## config.mk

```make
export PLATFORM = sky130hd
export DESIGN_NAME = dnc_gate_unit
export DESIGN_NICKNAME = d
export VERILOG_FILES = /design/src/design/dnc_gate_pkg.sv /design/src/design/dnc_gate_collect.sv /design/src/design/dnc_gate_dispatch.sv /design/src/design/dnc_gate_sigmoid.sv /design/src/design/dnc_gate_unit.sv
export SDC_FILE = /design/constraint.sdc
export NUM_CORES = 1
export LEC_CHECK = 0
export BUFFER_PORTS_ARGS = -buffer_cell sky130_fd_sc_hd__buf_2
export CORE_ASPECT_RATIO = 0.5
export CORE_MARGIN = 8
export CORE_UTILIZATION = 64
export DETAILED_ROUTE_END_ITERATION = 10
export GPL_TIMING_DRIVEN = 1
export PLACE_DENSITY_LB_ADDON = 0.1
export SETUP_SLACK_MARGIN = 0.4
export SYNTH_ARGS = -nofsm -noshare
export SYNTH_HDL_FRONTEND = slang
export SYNTH_HIERARCHICAL = 1
export SYNTH_SLANG_ARGS = --single-unit
export TNS_END_PERCENT = 10
```

## constraint.sdc

```tcl
create_clock -name clk -period 8.8 [get_ports clk]
set_input_delay 1.32 -clock clk [delete_from_list [all_inputs] [get_ports clk]]
set_output_delay 1.32 -clock clk [all_outputs]
set_load 0.005 [all_outputs]
```

## src/design/dnc_gate_pkg.sv

```systemverilog
////////////////////
// Shared fixed-point constants for the DNC gate activation stage
// Values are signed Q4.12 in, unsigned Q4.12 out
// Imported by every RTL block and by the testbench model
////////////////////

package dnc_gate_pkg;

  ////////////////////
  // Number format
  ////////////////////

  // Width of one gate value
  localparam int gate_width = 16;
  // Fraction bits of Q4.12
  localparam int frac_bits  = 12;
  // 1.0 in Q4.12
  localparam int one_q      = 1 << frac_bits;

  ////////////////////
  // PLAN segments
  ////////////////////

  // Magnitude breakpoints 1.0, 2.375 and 5.0
  localparam int bp_low   = one_q;
  localparam int bp_mid   = (19 * one_q) / 8;
  localparam int bp_high  = 5 * one_q;

  // Segment offsets 0.5, 0.625 and 0.84375
  localparam int off_low  = one_q / 2;
  localparam int off_mid  = (5 * one_q) / 8;
  localparam int off_high = (27 * one_q) / 32;

endpackage

```

## src/design/dnc_gate_collect.sv

```systemverilog
////////////////////
// Output register slice for the activated gate vector
// Holds the vector until out_ready and drives the shared advance
////////////////////

`timescale 1ns/1ps

module dnc_gate_collect #(
  parameter int num_gates = 4
) (
  input  logic                                           clk,
  input  logic                                           rst_n,
  input  logic                                           res_valid,
  input  logic [dnc_gate_pkg::gate_width-1:0]            res_data [num_gates],
  input  logic                                           out_ready,
  output logic                                           advance,
  output logic                                           out_valid,
  output logic [num_gates*dnc_gate_pkg::gate_width-1:0]  out_data
);

  import dnc_gate_pkg::*;

  // Lane results packed, lane 0 in the low bits
  logic [num_gates*gate_width-1:0] res_flat;

  ////////////////////
  // Pack lanes
  ////////////////////

  for (genvar g = 0; g < num_gates; g++) begin : g_pack
    assign res_flat[g*gate_width +: gate_width] = res_data[g];
  end

  ////////////////////
  // Flow control
  ////////////////////

  // Empty slot or the consumer takes the held vector
  assign advance = ~out_valid | out_ready;

  // Occupancy
  always_ff @(posedge clk) begin
    if (!rst_n) begin
      out_valid <= 1'b0;
    end else if (advance) begin
      out_valid <= res_valid;
    end
  end

  // Payload stays stable while stalled
  always_ff @(posedge clk) begin
    if (advance & res_valid) begin
      out_data <= res_flat;
    end
  end

endmodule

```

## src/design/dnc_gate_dispatch.sv

```systemverilog
////////////////////
// Input register slice for the gate vector
// Accepts one vector per valid/ready transfer and fans it out to the lanes
// Loads on pipeline advance or when empty
////////////////////

`timescale 1ns/1ps

module dnc_gate_dispatch #(
  parameter int num_gates = 4
) (
  input  logic                                           clk,
  input  logic                                           rst_n,
  input  logic                                           in_valid,
  input  logic [num_gates*dnc_gate_pkg::gate_width-1:0]  in_data,
  input  logic                                           advance,
  output logic                                           in_ready,
  output logic                                           lane_valid,
  output logic [dnc_gate_pkg::gate_width-1:0]            lane_data [num_gates]
);

  import dnc_gate_pkg::*;

  // Set one edge after reset is released
  logic                            run_q;
  // Slice occupancy
  logic                            valid_q;
  // Held gate vector, lane 0 in the low bits
  logic [num_gates*gate_width-1:0] data_q;
  // Slice may take a new vector
  logic                            load;

  // Downstream moving or slice empty
  assign load     = advance | ~valid_q;
  assign in_ready = run_q & load;

  // Control state
  always_ff @(posedge clk) begin
    if (!rst_n) begin
      run_q   <= 1'b0;
      valid_q <= 1'b0;
    end else begin
      run_q <= 1'b1;
      if (load) begin
        valid_q <= in_valid & run_q;
      end
    end
  end

  // Payload only captured on a real transfer
  always_ff @(posedge clk) begin
    if (in_valid & in_ready) begin
      data_q <= in_data;
    end
  end

  assign lane_valid = valid_q;

  // Per-lane fields of the held vector
  for (genvar g = 0; g < num_gates; g++) begin : g_slice
    assign lane_data[g] = data_q[g*gate_width +: gate_width];
  end

endmodule

```

## src/design/dnc_gate_sigmoid.sv

```systemverilog
////////////////////
// One sigmoid lane with the PLAN piecewise-linear approximation
// Two register stages, both held while advance is low
// Shifts and adds only, all shifts truncate
////////////////////

`timescale 1ns/1ps

module dnc_gate_sigmoid (
  input  logic                                 clk,
  input  logic                                 rst_n,
  input  logic                                 advance,
  input  logic                                 lane_valid,
  input  logic [dnc_gate_pkg::gate_width-1:0]  x,
  output logic                                 res_valid,
  output logic [dnc_gate_pkg::gate_width-1:0]  y
);

  import dnc_gate_pkg::*;

  ////////////////////
  // Stage 1 signals
  ////////////////////

  // Most negative input
  localparam logic [gate_width-1:0] min_neg = {1'b1, {(gate_width-1){1'b0}}};
  // Largest positive magnitude
  localparam logic [gate_width-1:0] max_pos = {1'b0, {(gate_width-1){1'b1}}};

  logic                  sign_d;
  logic [gate_width-1:0] mag_d;
  logic [1:0]            seg_d;

  logic                  valid1_q;
  logic                  sign_q;
  logic [gate_width-1:0] mag_q;
  logic [1:0]            seg_q;

  ////////////////////
  // Stage 2 signals
  ////////////////////

  logic [gate_width-1:0] pos_d;
  logic [gate_width-1:0] res_d;

  // Sign and saturated magnitude
  assign sign_d = x[gate_width-1];

  always_comb begin
    if (x == min_neg) begin
      mag_d = max_pos;
    end else if (sign_d) begin
      mag_d = gate_width'(-x);
    end else begin
      mag_d = x;
    end
  end

  // Segment index, 3 is the flat top
  always_comb begin
    if (mag_d >= gate_width'(bp_high)) begin
      seg_d = 2'd3;
    end else if (mag_d >= gate_width'(bp_mid)) begin
      seg_d = 2'd2;
    end else if (mag_d >= gate_width'(bp_low)) begin
      seg_d = 2'd1;
    end else begin
      seg_d = 2'd0;
    end
  end

  // Positive side of the curve
  always_comb begin
    case (seg_q)
      2'd3:    pos_d = gate_width'(one_q);
      2'd2:    pos_d = (mag_q >> 5) + gate_width'(off_high);
      2'd1:    pos_d = (mag_q >> 3) + gate_width'(off_mid);
      default: pos_d = (mag_q >> 2) + gate_width'(off_low);
    endcase
  end

  // Mirror about 0.5 for negative inputs
  assign res_d = sign_q ? gate_width'(one_q) - pos_d : pos_d;

  // Valid pipe
  always_ff @(posedge clk) begin
    if (!rst_n) begin
      valid1_q  <= 1'b0;
      res_valid <= 1'b0;
    end else if (advance) begin
      valid1_q  <= lane_valid;
      res_valid <= valid1_q;
    end
  end

  // Data pipe
  always_ff @(posedge clk) begin
    if (advance) begin
      sign_q <= sign_d;
      mag_q  <= mag_d;
      seg_q  <= seg_d;
      y      <= res_d;
    end
  end

endmodule

```

## src/design/dnc_gate_unit.sv

```systemverilog
////////////////////
// Gate activation stage of the DNC interface
// Dispatch slice, num_gates sigmoid lanes and collect slice
// Four cycles of latency and one vector per cycle when not stalled
////////////////////

`timescale 1ns/1ps

module dnc_gate_unit #(
  parameter int num_gates = 4
) (
  input  logic                                           clk,
  input  logic                                           rst_n,
  input  logic                                           in_valid,
  input  logic [num_gates*dnc_gate_pkg::gate_width-1:0]  in_data,
  output logic                                           in_ready,
  output logic                                           out_valid,
  output logic [num_gates*dnc_gate_pkg::gate_width-1:0]  out_data,
  input  logic                                           out_ready
);

  import dnc_gate_pkg::*;

  // Shared pipeline enable from collect
  logic                  advance;

  // Dispatch to lanes
  logic                  lane_valid;
  logic [gate_width-1:0] lane_data [num_gates];

  // Lanes to collect, lanes run in lockstep
  logic [num_gates-1:0]  res_valid;
  logic [gate_width-1:0] res_data [num_gates];

  ////////////////////
  // Input slice
  ////////////////////

  dnc_gate_dispatch #(
    .num_gates (num_gates)
  ) i_dnc_gate_dispatch (
    .clk        (clk),
    .rst_n      (rst_n),
    .in_valid   (in_valid),
    .in_data    (in_data),
    .advance    (advance),
    .in_ready   (in_ready),
    .lane_valid (lane_valid),
    .lane_data  (lane_data)
  );

  ////////////////////
  // Sigmoid lanes
  ////////////////////

  for (genvar g = 0; g < num_gates; g++) begin : g_lane
    dnc_gate_sigmoid i_dnc_gate_sigmoid (
      .clk        (clk),
      .rst_n      (rst_n),
      .advance    (advance),
      .lane_valid (lane_valid),
      .x          (lane_data[g]),
      .res_valid  (res_valid[g]),
      .y          (res_data[g])
    );
  end

  // Output slice, lane 0 valid stands for all lanes
  dnc_gate_collect #(
    .num_gates (num_gates)
  ) i_dnc_gate_collect (
    .clk       (clk),
    .rst_n     (rst_n),
    .res_valid (res_valid[0]),
    .res_data  (res_data),
    .out_ready (out_ready),
    .advance   (advance),
    .out_valid (out_valid),
    .out_data  (out_data)
  );

endmodule

```

# --- Word-level counts from Yosys, hierarchy flattened ---
# Cells that the tools add are included.
classes:
  add_sub_neg: 20
  n_lt_le_gt_ge: 12
  n_eq_ne: 16
  n_mux: 25
  n_bitwise: 8
  reduce_logical: 4
ops:
  columns: ["cell", "count"]
  rows:
  - ["two-way mux 16 bit", 12]
  - ["one-hot mux 16 bit (3 select lines)", 4]
  - ["equality test 16 bit, second input constant", 4]
  - ["greater-or-equal comparator 16 x 13 -> 1 bit, second input constant", 4]
  - ["greater-or-equal comparator 16 x 14 -> 1 bit, second input constant", 4]
  - ["greater-or-equal comparator 16 x 15 -> 1 bit, second input constant", 4]
  - ["negation 16 bit", 4]
  - ["subtractor 13 x 16 -> 16 bit, first input constant", 4]
  - ["adder 14 x 12 -> 15 bit, second input constant", 4]
  - ["adder 13 x 12 -> 14 bit, second input constant", 4]
  - ["adder 11 x 12 -> 13 bit, second input constant", 4]
  - ["equality test 2 bit, second input constant", 8]
  - ["two-way mux 1 bit", 9]
  - ["equality test 2 x 1 -> 1 bit, second input constant", 4]
  - ["OR reduction 2 bit", 4]
  - ["AND 1 bit", 4]
  - ["NOT 1 bit", 2]
  - ["OR 1 bit", 2]
totals:
  ff_bits: 273
  input_bits: 68
  output_inout_bits: 66
  wordCells: 112

# --- Logic depth before layout (Yosys ltp) ---
logic_depth:
  word_depth: 6
  depth_mapped: 10
  mapped_depth_nobuf: 9

# --- Cells and area by module ---
# Netlist, hierarchy kept.
by_module_without_submodules:
  columns: ["module", "instances", "cells_per_inst", "area_each_um2"]
  rows:
  - ["dnc_gate_sigmoid at g_lane[1].i_dnc_gate_sigmoid ...", 2, 247, 2479.9]
  - ["dnc_gate_sigmoid at g_lane[2].i_dnc_gate_sigmoid", 1, 240, 2436.1]
  - ["dnc_gate_sigmoid at g_lane[0].i_dnc_gate_sigmoid", 1, 236, 2383.5]
  - ["dnc_gate_dispatch", 1, 71, 2015.7]
  - ["dnc_gate_collect", 1, 69, 1979.4]

# --- Worst setup path before layout ---
# No wires, ideal clock.
synth_timing:
  path_type: "input-to-output"
  start: "in out_ready"
  end: "out in_ready"
  arrival_time_ns: 2.865
  t_required_ns: 7.480
  slack_ns: 4.615
  path_stages: 3
  path_buffers: 0
  path_cell_list: "nand2b_4 nand2b_4 and2_4"
synth_between:
  elab_chain_len: 3
synth_rtl:
  columns: ["element", "line", "text"]
  rows:
  - ["start: declaration", "dnc_gate_unit.sv:19", "input logic out_ready"]
  - ["OR 1 bit", "dnc_gate_collect.sv:39", "assign advance = ~out_valid | out_ready;"]
  - ["OR 1 bit", "dnc_gate_dispatch.sv:34", "assign load = advance | ~valid_q;"]
  - ["AND 1 bit", "dnc_gate_dispatch.sv:35", "assign in_ready = run_q & load;"]
  - ["end: declaration", "dnc_gate_unit.sv:16", "output logic in_ready,"]
# No other way between the ends.

# --- Final worst setup path ---
layout_timing:
  start: "in out_ready"
  end: "out in_ready"
layout_between:
  elab_chain_len: 3
layout_rtl:
  columns: ["element", "line", "text"]
  rows:
  - ["OR 1 bit", "dnc_gate_collect.sv:39", null]
  - ["via advance", "dnc_gate_unit.sv:25", "logic advance;"]
  - ["OR 1 bit", "dnc_gate_dispatch.sv:34", null]
  - ["AND 1 bit", "dnc_gate_dispatch.sv:35", null]
# The timed path passes the listed nets, and every way through them passes these cells.

==> flow_summary.json <==
{
  "hold-path-endpoint": "i_dnc_gate_collect/out_data[29]",
  "rows": 37,
  "antenna_cells": 0,
  "antenna_found_initial": 0,
  "wl_per_cell_um": 16.0,
  "vias": 8467,
  "ir_drop_v": 0.000122,
  "ff2ff_path_depth": 6,
  "globalplace.congestion": 0.880,
  "start_util_pct": 65.7,
  "tightest_slew_ns": 0.938,
  "clk_path_buf_depth": 3,
  "final.setup.worst_slack_ns": 4.88,
  "cts-root-buf": "clkbuf_16",
  "grt_overflow": 0,
  "postCtsSetupBuffers": 0,
  "p_int_w": 0.00231,
  "seqCellArea_mm2": 0.00791,
  "worst_skew_pair.late_latency_ns": 0.52,
  "synth-warning-count": 6,
  "core_area_mm2": 0.0206,
  "pre_cts_ws_ns": 4.75,
  "power-per-cell-area_mw_per_mm2": 198,
  "clkSinkCount": 265,
  "synthCells": 1092,
  "rsz0062_at_grt": "false",
  "skew_ns": 0.0134,
  "grt_pass1_wl_um": 40300,
  "whs_path_depth": 0,
  "path_clk_slew_ns": 0.07,
  "hpwlAfterDp_um": 16900,
  "cts_buffers": 24,
  "die_area_mm2": 0.0264,
  "area_growth_pct": 11.8,
  "ctsHoldBuffers": 0,
  "n_fill_cell": 1369,
  "status": "complete, no violations",
  "synth_area_per_cell_um2": 12.4,
  "r2r_setup_slack_ns": 5.81,
  "p_seq_share_pct": 53.3,
  "p_sw_share_pct": 23.0,
  "crit_path_top_delay_cell": "nand2b_4",
  "setup_viol": 0,
  "clockPowerShare_pct": 36.3,
  "die_w_um": 222,
  "period_share_pct": 44.5,
  "required_ns": 7.48,
  "period_needed_ns": 3.92,
  "numPortBuffers": 133,
  "post_cts_resized": 0,
  "hold_viol": 0,
  "fp.dieH_um": 119,
  "p_comb_share_pct": 10.4,
  "io_pins": 134,
  "syn_area_mm2": 0.0136,
  "leakagePower_nw": 5.82,
  "critPathMaxFanout": 69,
  "finalMaxSlewViolations": 0,
  "critPathMaxStageDelay_ns": 0.67,
  "fmax_ghz": 0.255,
  "worstHoldStart": "g_lane[1].i_dnc_gate_sigmoid/y[13]",
  "multi_input_area_mm2": 0.00517,
  "drtIter0Drc": 563,
  "maxCapViolations": 0,
  "finalSetupTns_ns": 0,
  "net-switching-power_w": 0.000690,
  "drt_wl_total_um": 24000,
  "path_cells": "buf_2, nand2b_4, nand2b_4, and2_4, buf_2",
  "reg2reg_to": "g_lane[0].i_dnc_gate_sigmoid/y[14]",
  "cts.htree.levels": 1,
  "nNetsFinal": 1309,
  "grt_max_degree": 70,
  "startpoint_type": "input port",
  "vias_per_cell": 5.64,
  "synthesis.nets": 1192,
  "crit_arrival_ns": 2.60,
  "end_kind": "output pin",
  "ant_nets": 0,
  "tritoncts": "yes",
  "hold_path.class": "reg2reg",
  "drtPass1Iterations": 5,
  "relSlewSlack_pct": 37.5,
  "rr_startpoint": "g_lane[0].i_dnc_gate_sigmoid/seg_q[0]",
  "grt_pass1_vias": 8326,
  "worstSetupPathType": "in2out",
  "grtUsageTotal_pct": 18.0,
  "final_layout_size_suffix_gt1_share_pct": 18.5,
  "route.detailed.drc": 0
}
-- stage by stage --
| step | hold slack [ns] | std cells | area, µm² | power [W] | util (%) |
|---|---|---|---|---|---|
| 2_1_floorplan | 0.400 | 1092 | 13600 | 0.00185 | - |
| 3_3_place_gp | 0.401 | 1456 | 14300 | 0.00191 | 69.3 |
| 3_5_place_dp | 0.405 | 1456 | 14300 | 0.00194 | 69.3 |
| 4_1_cts | 0.414 | 1500 | 15200 | 0.00303 | 73.4 |
| 5_1_grt | 0.415 | 1500 | 15200 | 0.00312 | 73.4 |
| 6_report | 0.418 | 1500 | 15200 | 0.00300 | 73.4 |
-- state kept, by name, summed over array words and instances (netlist names) --
signal	count
g_lane.i_dnc_gate_sigmoid/valid1_q	1
i_dnc_gate_collect/out_data	64
g_lane.i_dnc_gate_sigmoid/y	64
g_lane.i_dnc_gate_sigmoid/res_valid	1
i_dnc_gate_dispatch/run_q	1
g_lane.i_dnc_gate_sigmoid/seg_q	8
g_lane.i_dnc_gate_sigmoid/sign_q	4
i_dnc_gate_dispatch/data_q	64
i_dnc_gate_collect/out_valid	1
i_dnc_gate_dispatch/lane_valid	1
g_lane.i_dnc_gate_sigmoid/mag_q	56
-- placed cells by master (no fill, tap or decap), types with 12 or more instances in the layout --
| cell type | n |
|---|---|
| mux2_2 | 12 |
| nand2b_1 | 17 |
| a21oi_1 | 34 |
| ha_1 | 32 |
| nor4_1 | 14 |
| nand4_1 | 12 |
| clkbuf_16 | 25 |
| buf_2 | 133 |
| o31ai_1 | 22 |
| nand3_1 | 18 |
| inv_1 | 58 |
| edfxtp_1 | 260 |
| nand3b_1 | 26 |
| o211ai_1 | 14 |
| mux2i_1 | 49 |
| nor2b_1 | 15 |
| nand2_1 | 95 |
| o21ai_1 | 13 |
| o21ai_0 | 48 |
| nor2_1 | 52 |
| xor2_1 | 43 |
| xnor2_1 | 58 |
-- worst max-delay path by stage --
stage,depth (start not counted),from,slack (ns),endpoint
floorplan,3,out_ready,4.68,in_ready
global placement,5,out_ready,4.84,i_dnc_gate_dispatch/data_q[29]
detailed placement,5,out_ready,4.75,i_dnc_gate_dispatch/data_q[27]
CTS,5,out_ready,4.83,in_ready
global route,5,out_ready,4.76,in_ready
finish,5,out_ready,4.88,in_ready
-- power by group through the flow --
stage                     sequential, W  combinational (W)  clock (W)
after floorplan                 0.00158           0.000271          0
after global placement          0.00162           0.000297          0
after detailed placement        0.00163           0.000309          0
after CTS                       0.00160           0.000313    0.00111
after global routing            0.00162           0.000350    0.00116
final                           0.00160           0.000313    0.00109
-- metal layers --
metal / share of wire (%) / vias up / track usage [%]
li1: - / 4306 / -
met5: 0 / - / 0
met1: 43 / 3968 / 21.4
met4: 2.4 / 0 / 4.82
met2: 51 / 151 / 32.9
met3: 3.8 / 42 / 3.87
-- worst max-delay path, delay by kind of cell --
family | cells | cell delay [ns]
AND/OR/NAND/NOR | 3 | 1.10
buffers and inverters | 2 | 0.18
-- cell type report --
class / count / area share, %
timing repair buffer: 135 / 4.49
sequential: 265 / 52.2
inverter: 58 / 1.44
clock inverter: 12 / 0.966
clock buffer: 32 / 4.56
tap: 273 / 2.25
multi-input combinational: 725 / 34.1
No activity file was read; power rests on OpenSTA's default activity.
